## config.mk

```make
export PLATFORM = sky130hd
export DESIGN_NAME = clk_reconfig_top
export DESIGN_NICKNAME = d
export VERILOG_FILES = /design/src/hdl/drp_pkg.sv /design/src/hdl/clk_profile_pkg.sv /design/src/hdl/cfg_cmd_capture.sv /design/src/hdl/profile_step_gen.sv /design/src/hdl/drp_rmw_engine.sv /design/src/hdl/pll_reset_seq.sv /design/src/hdl/clk_reconfig_top.sv
export SDC_FILE = /design/constraint.sdc
export NUM_CORES = 1
export LEC_CHECK = 0
export BUFFER_PORTS_ARGS = -buffer_cell sky130_fd_sc_hd__buf_2
export CAP_MARGIN = 10
export CORE_MARGIN = 4
export CORE_UTILIZATION = 62
export CTS_CLUSTER_SIZE = 40
export DETAILED_ROUTE_END_ITERATION = 8
export PLACE_DENSITY = 0.85
export SYNTH_ARGS = -nofsm -noshare
export SYNTH_HDL_FRONTEND = slang
export SYNTH_HIERARCHICAL = 1
export SYNTH_SLANG_ARGS = --single-unit
export TNS_END_PERCENT = 50
```

## constraint.sdc

```tcl
create_clock -name CLKS -period 6.2 [get_ports CLKS]
set_clock_uncertainty 0.2 [all_clocks]
set_input_delay 0.93 -clock CLKS [delete_from_list [all_inputs] [get_ports CLKS]]
set_output_delay 0.93 -clock CLKS [all_outputs]
set_load 0.01 [all_outputs]
```

## src/hdl/drp_pkg.sv

```systemverilog
`default_nettype none

package drp_pkg;

  parameter int DRP_AW = 5;
  parameter int DRP_DW = 16;

  // ************************************************************
  // Divider register addresses
  // ************************************************************
  localparam logic [DRP_AW-1:0] ADDR_CLKOUT0_R1 = 5'h08;
  localparam logic [DRP_AW-1:0] ADDR_CLKOUT0_R2 = 5'h09;
  localparam logic [DRP_AW-1:0] ADDR_CLKFB_R1   = 5'h14;
  localparam logic [DRP_AW-1:0] ADDR_CLKFB_R2   = 5'h15;

  // Same 16-bit word, decoded as register 1 or register 2
  typedef union packed {
    struct packed {
      logic [2:0] phase_mux;
      logic       rsvd;
      logic [5:0] high_time;
      logic [5:0] low_time;
    } r1;
    struct packed {
      logic [7:0] rsvd;
      logic       edge_flag;  // Odd count
      logic       no_count;   // Bypass for count of 1
      logic [5:0] delay_time;
    } r2;
  } div_reg_u;

  localparam logic [DRP_DW-1:0] KEEP_R1 = 16'hF000;  // Phase mux and reserved bit
  localparam logic [DRP_DW-1:0] KEEP_R2 = 16'hFF00;  // Upper byte

endpackage

`default_nettype wire

```

## src/hdl/clk_profile_pkg.sv

```systemverilog
`default_nettype none

package clk_profile_pkg;

  parameter int NUM_PROFILES = 4;

  // CLKOUT0 divide and CLKFBOUT multiply, indexed by profile
  localparam logic [7:0] PROF_D [NUM_PROFILES] = '{8'd20, 8'd10, 8'd8, 8'd5};
  localparam logic [7:0] PROF_M [NUM_PROFILES] = '{8'd40, 8'd20, 8'd32, 8'd25};

  function automatic logic [7:0] prof_div_d(input int unsigned p);
    return PROF_D[p % NUM_PROFILES];
  endfunction

  function automatic logic [7:0] prof_mult_m(input int unsigned p);
    return PROF_M[p % NUM_PROFILES];
  endfunction

  // Returns {high_time, low_time}
  function automatic logic [11:0] div_r1_bits(input logic [7:0] n);
    logic [7:0] hi;
    logic [7:0] lo;
    hi = n >> 1;
    lo = n - hi;  // Extra half cycle goes to low time
    return {hi[5:0], lo[5:0]};
  endfunction

  // Returns {edge_flag, no_count, delay_time}
  function automatic logic [7:0] div_r2_bits(input logic [7:0] n);
    logic edge_f;
    logic nocnt;
    edge_f = n[0];
    nocnt  = (n == 8'd1);
    return {edge_f, nocnt, 6'd0};
  endfunction

endpackage

`default_nettype wire

```

## src/hdl/cfg_cmd_capture.sv

```systemverilog
`timescale 1ns/1ps
`default_nettype none

module cfg_cmd_capture #(
  parameter int PROF_W = 2
) (
  input  wire logic              CLKS,
  input  wire logic              RSTXS,
  input  wire logic              cfg_req,
  input  wire logic [PROF_W-1:0] cfg_prof,
  input  wire logic              clk_ready,
  output logic                   cfg_ack,
  output logic                   prof_req,
  output logic      [PROF_W-1:0] prof
);

  localparam logic [1:0] S_IDLE = 2'd0;
  localparam logic [1:0] S_BUSY = 2'd1;
  localparam logic [1:0] S_ACK  = 2'd2;

  logic [1:0] state;
  logic       req_d;

  always_ff @(posedge CLKS or negedge RSTXS) begin
    if (!RSTXS) begin
      state <= S_IDLE;
      req_d <= 1'b0;
    end else begin
      req_d <= cfg_req;
      case (state)
        S_IDLE:  if (cfg_req && !req_d) state <= S_BUSY;  // New request only on rising req
        S_BUSY:  if (clk_ready) state <= S_ACK;
        S_ACK:   if (!cfg_req) state <= S_IDLE;
        default: state <= S_IDLE;
      endcase
    end
  end

  // Profile held for the whole command
  always_ff @(posedge CLKS) begin
    if (state == S_IDLE && cfg_req && !req_d) prof <= cfg_prof;
  end

  assign prof_req = (state == S_BUSY);
  assign cfg_ack  = (state == S_ACK);

endmodule

`default_nettype wire

```

## src/hdl/profile_step_gen.sv

```systemverilog
`timescale 1ns/1ps
`default_nettype none

module profile_step_gen
  import drp_pkg::*;
  import clk_profile_pkg::*;
#(
  parameter int PROF_W = 2
) (
  input  wire logic              CLKS,
  input  wire logic              RSTXS,
  input  wire logic              prof_req,
  input  wire logic [PROF_W-1:0] prof,
  input  wire logic              step_ack,
  output logic                   step_req,
  output logic      [DRP_AW-1:0] step_addr,
  output logic      [DRP_DW-1:0] step_keep,
  output logic      [DRP_DW-1:0] step_bits,
  output logic                   steps_done
);

  logic              prof_req_d;
  logic              active;
  logic [2:0]        gen_cnt;   // Steps expanded so far
  logic [1:0]        ack_cnt;
  logic              buf_valid;
  logic [DRP_AW-1:0] buf_addr;
  logic [DRP_DW-1:0] buf_keep;
  logic [DRP_DW-1:0] buf_bits;
  logic [DRP_AW-1:0] nxt_addr;
  logic [DRP_DW-1:0] nxt_keep;
  div_reg_u          nxt_word;
  logic [7:0]        count;
  logic              start;
  logic              load;
  logic              fill;

  // ************************************************************
  // Step expansion
  // ************************************************************
  always_comb begin
    count    = gen_cnt[1] ? prof_mult_m(32'(prof)) : prof_div_d(32'(prof));
    nxt_word = '0;
    if (!gen_cnt[0]) begin
      {nxt_word.r1.high_time, nxt_word.r1.low_time} = div_r1_bits(count);
      nxt_keep = KEEP_R1;
    end else begin
      {nxt_word.r2.edge_flag, nxt_word.r2.no_count, nxt_word.r2.delay_time} = div_r2_bits(count);
      nxt_keep = KEEP_R2;
    end
    case (gen_cnt[1:0])
      2'd0:    nxt_addr = ADDR_CLKOUT0_R1;
      2'd1:    nxt_addr = ADDR_CLKOUT0_R2;
      2'd2:    nxt_addr = ADDR_CLKFB_R1;
      default: nxt_addr = ADDR_CLKFB_R2;
    endcase
  end

  assign start = prof_req & ~prof_req_d;
  assign load  = buf_valid & ~step_req & ~step_ack;  // Previous handshake fully closed
  assign fill  = active & (gen_cnt != 3'd4) & (~buf_valid | load);

  always_ff @(posedge CLKS or negedge RSTXS) begin
    if (!RSTXS) begin
      prof_req_d <= 1'b0;
      active     <= 1'b0;
      gen_cnt    <= 3'd0;
      ack_cnt    <= 2'd0;
      buf_valid  <= 1'b0;
      step_req   <= 1'b0;
      steps_done <= 1'b0;
    end else begin
      prof_req_d <= prof_req;
      steps_done <= 1'b0;
      if (start) begin
        active    <= 1'b1;
        gen_cnt   <= 3'd0;
        ack_cnt   <= 2'd0;
        buf_valid <= 1'b0;
      end else begin
        if (fill) gen_cnt <= gen_cnt + 3'd1;
        if (fill) buf_valid <= 1'b1;
        else if (load) buf_valid <= 1'b0;
        if (load) step_req <= 1'b1;
        if (step_req && step_ack) begin
          step_req <= 1'b0;
          ack_cnt  <= ack_cnt + 2'd1;
          if (ack_cnt == 2'd3) begin  // Fourth write done
            steps_done <= 1'b1;
            active     <= 1'b0;
          end
        end
      end
    end
  end

  always_ff @(posedge CLKS) begin
    if (fill) begin
      buf_addr <= nxt_addr;
      buf_keep <= nxt_keep;
      buf_bits <= nxt_word;
    end
    if (load) begin
      step_addr <= buf_addr;
      step_keep <= buf_keep;
      step_bits <= buf_bits;
    end
  end

endmodule

`default_nettype wire

```

## src/hdl/drp_rmw_engine.sv

```systemverilog
`timescale 1ns/1ps
`default_nettype none

module drp_rmw_engine
  import drp_pkg::*;
(
  input  wire logic              CLKS,
  input  wire logic              RSTXS,
  input  wire logic              step_req,
  input  wire logic [DRP_AW-1:0] step_addr,
  input  wire logic [DRP_DW-1:0] step_keep,
  input  wire logic [DRP_DW-1:0] step_bits,
  input  wire logic [DRP_DW-1:0] drp_do,
  input  wire logic              drp_drdy,
  output logic                   step_ack,
  output logic                   drp_den,
  output logic                   drp_dwe,
  output logic      [DRP_AW-1:0] drp_addr,
  output logic      [DRP_DW-1:0] drp_di
);

  localparam logic [2:0] S_IDLE    = 3'd0;
  localparam logic [2:0] S_READ    = 3'd1;
  localparam logic [2:0] S_WAIT_RD = 3'd2;
  localparam logic [2:0] S_WRITE   = 3'd3;
  localparam logic [2:0] S_WAIT_WR = 3'd4;
  localparam logic [2:0] S_ACK     = 3'd5;

  logic [2:0]        state;
  logic [DRP_AW-1:0] addr_q;
  logic [DRP_DW-1:0] data_q;

  always_ff @(posedge CLKS or negedge RSTXS) begin
    if (!RSTXS) begin
      state <= S_IDLE;
    end else begin
      case (state)
        S_IDLE:    if (step_req) state <= S_READ;
        S_READ:    state <= S_WAIT_RD;
        S_WAIT_RD: if (drp_drdy) state <= S_WRITE;
        S_WRITE:   state <= S_WAIT_WR;
        S_WAIT_WR: if (drp_drdy) state <= S_ACK;
        S_ACK:     if (!step_req) state <= S_IDLE;  // Four-phase close
        default:   state <= S_IDLE;
      endcase
    end
  end

  // ************************************************************
  // Address and merge register
  // ************************************************************
  always_ff @(posedge CLKS) begin
    if (state == S_IDLE && step_req) addr_q <= step_addr;
    if (state == S_WAIT_RD && drp_drdy) begin
      data_q <= (drp_do & step_keep) | step_bits;  // Untouched fields survive
    end
  end

  // One-cycle strobes from the single-cycle states
  assign drp_den  = (state == S_READ) | (state == S_WRITE);
  assign drp_dwe  = (state == S_WRITE);
  assign drp_addr = addr_q;
  assign drp_di   = data_q;
  assign step_ack = (state == S_ACK);

endmodule

`default_nettype wire

```

## src/hdl/pll_reset_seq.sv

```systemverilog
`timescale 1ns/1ps
`default_nettype none

module pll_reset_seq #(
  parameter int RST_HOLD  = 8,
  parameter int LOCK_SYNC = 2
) (
  input  wire logic CLKS,
  input  wire logic RSTXS,
  input  wire logic prof_req,
  input  wire logic steps_done,
  input  wire logic pll_locked,
  output logic      pll_rst,
  output logic      clk_ready
);

  localparam int CNT_W = $clog2(RST_HOLD + 1);

  logic                 prof_req_d;
  logic                 start;
  logic                 hold;
  logic [CNT_W-1:0]     hold_cnt;
  logic                 armed;      // Update finished and reset released
  logic [LOCK_SYNC-1:0] lock_sync;

  assign start = prof_req & ~prof_req_d;

  always_ff @(posedge CLKS or negedge RSTXS) begin
    if (!RSTXS) begin
      prof_req_d <= 1'b0;
      pll_rst    <= 1'b0;
      hold       <= 1'b0;
      hold_cnt   <= '0;
      armed      <= 1'b0;
    end else begin
      prof_req_d <= prof_req;
      if (start) begin
        pll_rst <= 1'b1;
        armed   <= 1'b0;
        hold    <= 1'b0;
      end else if (steps_done) begin
        hold     <= 1'b1;
        hold_cnt <= CNT_W'(RST_HOLD - 1);
      end else if (hold) begin
        if (hold_cnt <= CNT_W'(1)) begin  // Reset released RST_HOLD cycles after done
          hold    <= 1'b0;
          pll_rst <= 1'b0;
          armed   <= 1'b1;
        end else begin
          hold_cnt <= hold_cnt - CNT_W'(1);
        end
      end
    end
  end

  // ************************************************************
  // Lock synchronizer, only counts lock with reset low
  // ************************************************************
  always_ff @(posedge CLKS or negedge RSTXS) begin
    if (!RSTXS) begin
      lock_sync <= '0;
    end else begin
      lock_sync[0] <= pll_locked & ~pll_rst;
      for (int i = 1; i < LOCK_SYNC; i++) begin
        lock_sync[i] <= lock_sync[i-1];
      end
    end
  end

  assign clk_ready = armed & lock_sync[LOCK_SYNC-1] & ~start;  // Drops as a command starts

endmodule

`default_nettype wire

```

## src/hdl/clk_reconfig_top.sv

```systemverilog
`timescale 1ns/1ps
`default_nettype none

module clk_reconfig_top
  import drp_pkg::*;
#(
  parameter int PROF_W    = 2,
  parameter int RST_HOLD  = 8,
  parameter int LOCK_SYNC = 2
) (
  input  wire logic              CLKS,
  input  wire logic              RSTXS,
  // Host
  input  wire logic              cfg_req,
  input  wire logic [PROF_W-1:0] cfg_prof,
  output logic                   cfg_ack,
  // DRP
  output logic                   drp_den,
  output logic                   drp_dwe,
  output logic      [DRP_AW-1:0] drp_addr,
  output logic      [DRP_DW-1:0] drp_di,
  input  wire logic [DRP_DW-1:0] drp_do,
  input  wire logic              drp_drdy,
  // PLL control
  output logic                   pll_rst,
  input  wire logic              pll_locked,
  output logic                   clk_ready
);

  logic              prof_req;
  logic [PROF_W-1:0] prof;
  logic              step_req;
  logic              step_ack;
  logic [DRP_AW-1:0] step_addr;
  logic [DRP_DW-1:0] step_keep;
  logic [DRP_DW-1:0] step_bits;
  logic              steps_done;

  cfg_cmd_capture #(.PROF_W(PROF_W)) i_capture (
    .CLKS      (CLKS),
    .RSTXS     (RSTXS),
    .cfg_req   (cfg_req),
    .cfg_prof  (cfg_prof),
    .clk_ready (clk_ready),
    .cfg_ack   (cfg_ack),
    .prof_req  (prof_req),
    .prof      (prof)
  );

  profile_step_gen #(.PROF_W(PROF_W)) i_step_gen (
    .CLKS       (CLKS),
    .RSTXS      (RSTXS),
    .prof_req   (prof_req),
    .prof       (prof),
    .step_ack   (step_ack),
    .step_req   (step_req),
    .step_addr  (step_addr),
    .step_keep  (step_keep),
    .step_bits  (step_bits),
    .steps_done (steps_done)
  );

  drp_rmw_engine i_engine (
    .CLKS      (CLKS),
    .RSTXS     (RSTXS),
    .step_req  (step_req),
    .step_addr (step_addr),
    .step_keep (step_keep),
    .step_bits (step_bits),
    .drp_do    (drp_do),
    .drp_drdy  (drp_drdy),
    .step_ack  (step_ack),
    .drp_den   (drp_den),
    .drp_dwe   (drp_dwe),
    .drp_addr  (drp_addr),
    .drp_di    (drp_di)
  );

  pll_reset_seq #(.RST_HOLD(RST_HOLD), .LOCK_SYNC(LOCK_SYNC)) i_rst_seq (
    .CLKS       (CLKS),
    .RSTXS      (RSTXS),
    .prof_req   (prof_req),
    .steps_done (steps_done),
    .pll_locked (pll_locked),
    .pll_rst    (pll_rst),
    .clk_ready  (clk_ready)
  );

endmodule

`default_nettype wire

```

# Word level (Yosys, flattened, before mapping)
# Cells that the tools add are included.
dict set report totals {
  ram_bits 0
  inputBits 23
  latch_bits 0
  regBits 114
  rom_bits 0
  mem_count 0
}
dict set report classes {
  n_mux 49
  reduce_logical 24
  addsub 4
  n_lt_le_gt_ge 2
  bitwise_logic 19
  div 0
  shift 0
  mul 0
  n_eq_ne 21
}
# operator n
set ops {}
lappend ops {{8-bit two-way mux} 6}
lappend ops {{33-bit by 3-bit greater-or-equal comparator with 1-bit output, second input constant} 1}
lappend ops {{2-bit inverter with 33-bit output} 1}
lappend ops {{8-bit binary-select mux with 2-bit select} 2}
lappend ops {{1-bit two-way mux} 23}
lappend ops {{3-bit two-way mux} 6}
lappend ops {{3-bit case mux with 6 select lines} 1}
lappend ops {{16-bit bitwise AND} 1}
lappend ops {{16-bit by 12-bit OR with 16-bit output} 1}
lappend ops {{5-bit case mux with 3 select lines} 1}
lappend ops {{2-bit != test, second input constant} 7}
lappend ops {{2-bit nonzero test} 7}
lappend ops {{12-bit two-way mux} 1}
lappend ops {{4-bit two-way mux} 3}
lappend ops {{2-bit two-way mux} 5}
lappend ops {{3-bit AND reduction} 3}
lappend ops {{1-bit bitwise AND} 8}
lappend ops {{8-bit by 1-bit equality test with 1-bit output, second input constant} 1}
lappend ops {{2-bit equality test, second input constant} 3}
lappend ops {{3-bit by 2-bit equality test with 1-bit output, second input constant} 2}
lappend ops {{3-bit equality test, second input constant} 2}
lappend ops {{1-bit logical AND} 6}
lappend ops {{1-bit inverter} 6}
lappend ops {{2-bit case mux with 3 select lines} 1}
lappend ops {{16 further kinds} 21}

# Longest topological paths before layout
# Gate-level depths: netlist of the first run.
dict set report logic_depth {
  word_depth 7
  ltp_mapped 10
  ltp_nobuf 10
}

# By module
# The synthesis of the first run kept the hierarchy.
# mod n_inst seq_area_each_um2 area_each_um2 cells_per_inst
set modules_own_cells {}
lappend modules_own_cells {profile_step_gen 1 1151.1 2024.4 166}
lappend modules_own_cells {drp_rmw_engine 1 705.7 952.2 56}
lappend modules_own_cells {pll_reset_seq 1 250.2 479.2 44}
lappend modules_own_cells {cfg_cmd_capture 1 135.1 185.2 11}

# Worst setup path before layout of the first run
# OpenSTA, ideal clock, no wires.
dict set report synth_timing {
  path_kind {flip-flop to flip-flop}
  from {register i_capture.prof[0]}
  to {register i_step_gen.buf_bits[5], data pin}
  synth_period_minus_slack_ps 2623
  setup_slack_ps 3577
  stages_incl_launch_ff 10
  path_buffers 1
  arrival_ps 2161
  setup_time_ps 262
  path_cell_list {edfxtp_1 > inv_1 > ha_1 > buf_6 > nor2_1 > a21o_1 > ha_1 > a41o_1 > a31oi_2 > mux2_1}
}
dict set report synth_between {
  elab_chain_cells 6
  elab_cells_between_ends 9
  cone_classes {add/sub: 1; mux: 7; bitwise: 1}
}
# item line
set synth_rtl {}
lappend synth_rtl {{from (decl)} cfg_cmd_capture.sv:14} ;# output logic [PROF_W-1:0] prof
lappend synth_rtl {{from (signal assigned)} cfg_cmd_capture.sv:41} ;# if (state == S_IDLE && cfg_req && !req_d) prof <= cfg_prof;
lappend synth_rtl {{2-bit inverter with 33-bit output (implied by the code) *} {clk_profile_pkg.sv:12, clk_profile_pkg.sv:16}}
lappend synth_rtl {{8-bit binary-select mux with 2-bit select (on tied branches)} {clk_profile_pkg.sv:12, clk_profile_pkg.sv:16}}
lappend synth_rtl {{8-bit two-way mux (on tied branches) (2 in series)} {clk_profile_pkg.sv:12, clk_profile_pkg.sv:16}}
lappend synth_rtl {{8-bit two-way mux *} profile_step_gen.sv:42} ;# count = gen_cnt[1] ? prof_mult_m(32'(prof)) : prof_div_d(32'(prof));
lappend synth_rtl {{6-bit subtractor *} clk_profile_pkg.sv:24} ;# lo = n - hi;
lappend synth_rtl {{to (signal assigned)} profile_step_gen.sv:101} ;# buf_bits <= nxt_word;
lappend synth_rtl {{to (decl)} profile_step_gen.sv:29} ;# logic [DRP_DW-1:0] buf_bits;
# Mark *: on every way between the ends. The rest lies on a longest branch, timed or not. The select of a mux whose other input is x is not followed.
# A chain may end at the register's enable or synchronous reset.

# Final worst setup path of the first run
# Same ends and word-level chain as after synthesis.

==> impl_metrics.csv, run 1 <==
group,metric,value,unit
cts,ctsHoldBuffers,0,
worst_setup_path,path_cells,"inv_1 > ha_1 > nor2_1 > a21o_1 > ha_1 > a41o_1 > a31oi_2 > mux2_1",
timing,drv_slew,0,
layout,post-route-util,0.7213,
layout,layout.cells.non_filler,400,
cts,post_cts_buffers,0,
placement,place_inst,384,
yosys,synth_area_leaders,"edfxtp_1 44%, dfrtp_1 18%, ha_1 6.2%",
layout,drive_gt1_frac,0.2561,
timing,rsz0062_at_grt,"no",
drt,vias,2136,
yosys,yosysSeqAreaShare,0.6158,
worst_setup_path,crit_path_max_fanout,9,
drt,via_per_inst,5.340,
power_and_ir_drop,p_int,1.105,mW
drt,first_iter_violations,100,
worst_setup_path,end_kind,"register",
worst_setup_path,required,6.10,ns
yosys,postSynthAreaPerCell,13.14,µm²
floorplanning,die_area,0.007162,mm²
power_and_ir_drop,p_comb_frac,0.223,
floorplanning,io_pins,49,
drt,ant_nets,0,
timing,setup_viol,0,
yosys,synth_top_area_frac,0.4371,
floorplanning,coreArea,0.005608,mm²
floorplanning,start_util,0.6493,
yosys,synth-seq-cells,79,
cts,path_clk_slew,0.08,ns
timing,period_minus_slack,2.902,ns
global_route,grt_max_degree,27,
power_and_ir_drop,total_power,1.584,mW
cts,htreeDepth,3,
outcome,run_status,"finished, final reports clean",
floorplanning,rows,27,
worst_setup_path,critPathMaxStageDelay,0.50,ns
cts,insertion_delay,0.35,ns
power_and_ir_drop,p_clk_frac,0.265,
power_and_ir_drop,p_seq_frac,0.512,
placement,dp_hpwl,4261,µm
worst_setup_path,crit_path_frequent_cell,"ha_1",
cts,cts_buffers,9,
global_route,grt_pass1_vias,2141,
placement,gp_congestion,0.8392,
timing,timing.fmax,344.6,MHz
timing,worst_pin_slew,1.136,ns
cts,clock-sinks,79,
placement,portBuffers,48,
global_route,antenna_found_initial,0,
yosys,synth_ff_type,"edfxtp_1",
power_and_ir_drop,vdd_drop_max,0.2390,mV
yosys,syn_area,0.003641,mm²
cts,clk_path_buf_depth,2,
worst_hold_path,hold_path_class,"register to register",
floorplanning,die_h,84.63,µm
global_route,grt_overflow_total,0,
yosys,yosysWarnings,6,
timing,whs,0.1678,ns
drt,drc,0,
worst_setup_path,path_class,"register to register",
cts,cts.repair.resized,0,
run,maxCapViolCount,0,
global_route,grt_use_total,0.1879,
drt,routed_wirelength,6205,µm
yosys,synth_edf_count,53,
global_route,grt_pass1_wl,10260,µm
cts,cts-root-buf,"clkbuf_8",
power_and_ir_drop,sw_frac_of_total,0.3023,
worst_setup_path,start_kind,"register",
yosys,synthArstFlopShare,0.3291,
drt,routedWlPerCell,15.51,µm
yosys,synth.distinct_cells,55,
power_and_ir_drop,cellPowerDensity,391.7,mW/mm²
layout,area_growth_syn_to_layout,11.10,%
timing,final_hold_viol_count,0,
cts,cts_tree,"done",
power_and_ir_drop,p_leak,1.737,nW
yosys,yosys.area.top_type,"edfxtp_1",
timing,finalCritPeriodShare,0.4680,
layout,final_nets,364,
worst_setup_path,cp.arrival,2.80,ns
timing,tns,0,ns
power_and_ir_drop,p_switching,0.4789,mW
drt,firstDrtPassIters,4,
floorplanning,die_w,84.63,µm
layout,diodes,0,
yosys,syn-instance-count,277,
worst_setup_path,cp_slowest_cell,"edfxtp_1",
timing,slew_headroom,0.2391,
==> logic make-up (layout without fill, tap and decap cells) <==
family                     Yosys count  after routing  synth area share
buffers and inverters               45             80           0.07423
AOI/OAI and AO/OA                   50             50            0.1031
and+or+nand+nor                     71             71            0.1120
muxes                                4              4           0.01168
DFF                                 79             79            0.6158
xor gates and xnor gates             8              8           0.01924
other                                2             18          0.002063
adders and majority gates           18             18           0.06186
==> power by group through the flow <==
stage / Combinational, mW / Clock, mW / Sequential (mW)
finish: 0.353 / 0.420 / 0.812
global route: 0.399 / 0.455 / 0.828
CTS: 0.357 / 0.427 / 0.814
detailed placement: 0.352 / 0 / 0.823
global placement: 0.333 / 0 / 0.807
floorplan: 0.287 / 0 / 0.793
==> critical path: cells and delay by family, from the launching register on <==
kind / cells / cell delay [ns]
multiplexers: 1 / 0.33
AO/OA/AOI/OAI: 3 / 0.61
adder cells (fa/ha/maj): 2 / 0.77
AND/OR/NAND/NOR: 1 / 0.12
flip-flops: 1 / 0.50
buffers and inverters: 1 / 0.13
==> synthesized netlist by cell type, types with 2 or more instances <==
library cell	count
edfxtp_1	53
dfrtp_1	26
buf_4	23
a21o_1	20
nor2_1	19
ha_1	18
inv_1	16
nand2_1	14
nor2b_1	9
a21oi_1	8
o21ai_0	6
xnor2_1	5
nand2b_1	4
and3_1	3
clkbuf_1	3
nand3_1	3
xor2_1	3
and3b_2	2
buf_6	2
conb_1	2
mux2i_1	2
or2_2	2
or3_1	2
==> cells in the final DEF, fill, tap and decap left out, drive strengths merged, types with 2 or more instances in the layout <==
cell	n
bufinv	2
mux2	2
nor4b	2
xor2	3
o21ai	7
nand3	3
nand2b	4
a21o	20
a2111oi	2
conb	18
dfrtp	26
a21oi	8
edfxtp	53
ha	18
buf	48
and3	3
inv	17
xnor2	5
clkbuf	9
nor2b	10
clkinv	3
and3b	2
or3	2
nor2	19
nand2	15
or2	3
mux2i	2
==> metal layers <==
| layer | wire (µm) | vias up | GRT usage |
|---|---|---|---|
| met5 | 0 | - | 0 |
| met4 | 117 | 0 | 0.07482 |
| met3 | 385 | 11 | 0.05986 |
| met2 | 3198 | 61 | 0.3110 |
| met1 | 2504 | 1036 | 0.2291 |
| li1 | - | 1028 | - |
==> final cells by class <==
type                            instances  area (µm²)
Sequential cell                        79        2242
Fill cell                             379        1563
Multi-Input combinational cell        169        1194
Timing Repair Buffer                   48       240.2
Clock buffer                            9       123.9
Clock inverter                          7       95.09
Tap cell                               72       90.09
Inverter                               16       60.06
==> state kept, by name, summed over array words and instances, names as in the netlist, 3 cells and up <==
signal and flops:
i_engine/drp_addr 5, i_step_gen/buf_bits 11, i_step_gen/step_addr 3, i_step_gen/gen_cnt 3
i_engine/state 3, i_rst_seq/hold_cnt 4, i_step_gen/buf_addr 3, i_step_gen/step_bits 11
i_engine/drp_di 16
==> final timing paths <==
| check | start | endpoint | slack, ns | cells after the start |
|---|---|---|---|---|
| setup / recovery | i_capture/prof[0] | i_step_gen/buf_bits[5] | 3.30 | 8 |
| hold / removal | i_rst_seq/lock_sync[0] | i_rst_seq/lock_sync[1] | 0.17 | 0 |
| setup reg to reg | i_capture/prof[0] | i_step_gen/buf_bits[5] | 3.30 | 8 |
| hold reg to reg | i_rst_seq/lock_sync[0] | i_rst_seq/lock_sync[1] | 0.17 | 0 |
| max in group asynchronous | RSTXS | i_capture/req_d | 5.03 | 1 |
| min in group asynchronous | RSTXS | i_engine/state[1] | 0.37 | 1 |
==> through the flow <==
step           instance area, µm²  setup WS (ns)
5_1_grt                      4045          3.096
3_3_place_gp                 3826          3.446
6_report                     4045          3.298
3_5_place_dp                 3826          3.341
2_1_floorplan                3701          3.577
4_1_cts                      4045          3.328
Power figures use the tool's default switching activity.
==> run 2: changes to the inputs <==
ABC_AREA = 1   (was unset)
CORE_UTILIZATION = 58   (was 62)
PLACE_DENSITY = 0.8   (was 0.85)
clock period = 2.7 ns   (was 6.2 ns; I/O delays follow)
==> run 2 against run 1 <==
Against the previous run: wire length fell by 5.6%; count of clock-buffer cells in the layout did not move; register-to-register slack got worse by 3.1 ns; synthesized cell count rose by 23%; synthesized area rose by 3.2%; via count rose by 9.6%; cell area rose by 5.4%; fmax rose by 16%; first-iteration DRC count fell by 24%; worst setup slack got worse by 3.1 ns; clock power rose by 120%; critical path type unchanged; critical endpoint is now i_step_gen/buf_bits[4].
==> impl_metrics.csv, run 2 <==
group,metric,value,unit
power_and_ir_drop,sw_frac_of_total,0.3268,
drt,via_per_inst,4.877,
timing,slew_headroom,0.5987,
power_and_ir_drop,p_clk_frac,0.232,
timing,final_hold_viol_count,0,
yosys,synth_top_area_frac,0.4234,
yosys,yosysWarnings,6,
layout,final_nets,439,
floorplanning,io_pins,49,
drt,drc,0,
worst_setup_path,cp.arrival,2.39,ns
timing,finalCritPeriodShare,0.9234,
cts,htreeDepth,3,
global_route,grt_use_total,0.1617,
drt,routed_wirelength,5856,µm
placement,dp_hpwl,4035,µm
layout,area_growth_syn_to_layout,13.42,%
outcome,run_status,"finished, final reports clean",
drt,routedWlPerCell,12.20,µm
worst_setup_path,path_class,"register to register",
cts,clk_path_buf_depth,2,
worst_setup_path,cp_slowest_cell,"edfxtp_1",
worst_hold_path,hold_path_class,"input pin to register",
layout,drive_gt1_frac,0.2630,
floorplanning,die_w,88.50,µm
power_and_ir_drop,p_leak,2.034,nW
run,maxCapViolCount,0,
cts,cts_buffers,9,
worst_setup_path,end_kind,"register",
cts,insertion_delay,0.34,ns
layout,diodes,0,
yosys,synth.distinct_cells,36,
yosys,synth_ff_type,"edfxtp_1",
global_route,grt_pass1_wl,9584,µm
cts,cts_tree,"done",
worst_setup_path,required,2.60,ns
power_and_ir_drop,vdd_drop_max,0.6083,mV
global_route,grt_max_degree,27,
cts,path_clk_slew,0.08,ns
worst_setup_path,critPathMaxStageDelay,0.42,ns
yosys,synthMostInstantiatedCell,"edfxtp_1",
yosys,synth_common_cells,"53 x edfxtp_1, 44 x inv_1, 38 x nand2_1",
global_route,grt_overflow_total,0,
layout,largest_register_ffs,16,
timing,drv_slew,0,
timing,tns,0,ns
layout,final_common_cell,"edfxtp_1",
floorplanning,rows,29,
drt,first_iter_violations,76,
floorplanning,coreArea,0.006314,mm²
drt,ant_nets,0,
layout,final_cell_mix,"53 x edfxtp_1, 48 x buf_2, 44 x inv_1",
timing,period_minus_slack,2.493,ns
yosys,synthArstFlopShare,0.3291,
placement,portBuffers,48,
power_and_ir_drop,p_comb_frac,0.283,
drt,firstDrtPassIters,4,
worst_setup_path,crit_path_max_fanout,5,
floorplanning,start_util,0.5953,
floorplanning,die_area,0.007832,mm²
timing,rsz0062_at_grt,"no",
floorplanning,die_h,88.50,µm
power_and_ir_drop,p_seq_frac,0.485,
yosys,synth_edf_count,53,
placement,gp_congestion,0.8523,
yosys,yosysSeqAreaShare,0.5965,
yosys,syn_area,0.003759,mm²
cts,post_cts_buffers,0,
worst_setup_path,path_cells,"inv_1 > ha_4 > nor2_4 > nand2_1 > and2_1 > ha_1 > inv_1 > nand2_1 > nand2_1 > nand2_1 > a21boi_2 > nand2_1 > nand2_1 > nor2_1",
power_and_ir_drop,total_power,3.961,mW
global_route,grt_pass1_vias,2224,
yosys,synth-seq-cells,79,
yosys,postSynthAreaPerCell,11.02,µm²
yosys,synth_area_leaders,"edfxtp_1 42%, dfrtp_1 17%, ha_1 6.0%",
timing,timing.fmax,401.1,MHz
power_and_ir_drop,p_switching,1.295,mW
power_and_ir_drop,p_int,2.667,mW
worst_setup_path,start_kind,"register",
worst_setup_path,crit_path_frequent_cell,"nand2_1",
drt,vias,2341,
power_and_ir_drop,cellPowerDensity,929.3,mW/mm²
yosys,syn-instance-count,341,
timing,worst_pin_slew,0.6019,ns
cts,clock-sinks,79,
global_route,antenna_found_initial,0,
timing,setup_viol,0,
yosys,yosys.area.top_type,"edfxtp_1",
cts,cts-root-buf,"clkbuf_8",
[run 2: per-layer routing]
layer  GRT usage  vias up  wire [µm]
met3     0.05028       12        384
met5           0        -          0
met4     0.07418        0        134
met1      0.1850     1077       2438
met2      0.2774       63       2898
li1            -     1189          -
[run 2: cell type report]
class | count | area (µm²)
inverter | 52 | 202.7
sequential | 79 | 2242
fill | 483 | 2051
multi-input combinational | 200 | 1201
clock buffer | 9 | 123.9
timing repair buffer | 56 | 309.0
clock inverter | 7 | 87.58
tap | 77 | 96.34
[run 2: final timing paths]
path | to | from | cells after the start | slack [ns]
min in group asynchronous | i_rst_seq/hold | RSTXS | 2 | 0.39
max | i_step_gen/buf_bits[4] | i_capture/prof[1] | 14 | 0.21
max reg2reg | i_step_gen/buf_bits[4] | i_capture/prof[1] | 14 | 0.21
max in group asynchronous | i_engine/state[1] | RSTXS | 2 | 1.52
min | i_capture/prof[0] | cfg_prof[0] | 1 | 0.04
min reg2reg | i_rst_seq/lock_sync[1] | i_rst_seq/lock_sync[0] | 0 | 0.15
[run 2: critical path, delay by kind of cell, from the launching register on]
family / cells / cell delay [ns]
AO/OA/AOI/OAI: 1 / 0.13
adder cells (fa/ha/maj): 2 / 0.44
buffers and inverters: 2 / 0.23
flip-flops: 1 / 0.42
AND/OR/NAND/NOR: 9 / 0.83
[run 2: kinds of logic after synthesis]
group | after synthesis | share of synthesized area
buf+inv | 78 | 0.1079
simple gates | 114 | 0.1471
compound gates | 49 | 0.08356
other cells | 2 | 0.001998
fa+ha+maj | 18 | 0.05992
mux | 1 | 0.002996
flops | 79 | 0.5965
[run 2: what timing repair did]
action,in CTS,in global routing
hold buffers,2,0
gates resized for setup,0,4
hold endpoints to repair,27,0
setup endpoints to repair,0,2
[run 2: through the flow]
step                      hold WS, ns  area [µm²]    util  worst slack (ns)  std cells
final                         0.04002        4263  0.6752            0.2068        480
after global routing          0.01210        4263  0.6752          0.001968        480
after CTS                     0.01729        4222  0.6686            0.1011        479
after detailed placement       0.1381        3990  0.6320            0.1392        461
after global placement         0.1320        3990  0.6320            0.2003        461
after floorplan              -0.09059        3819       -            0.2364        357
[run 2: power groups by stage]
stage          Sequential [mW]  Combinational [mW]  Clock (mW)
3_3_place_gp              1.92                1.03           0
3_5_place_dp              1.94                1.07           0
2_1_floorplan             1.89               0.865           0
4_1_cts                   1.92                1.09       0.948
5_1_grt                   1.95                1.29       0.992
6_report                  1.92                1.12       0.920
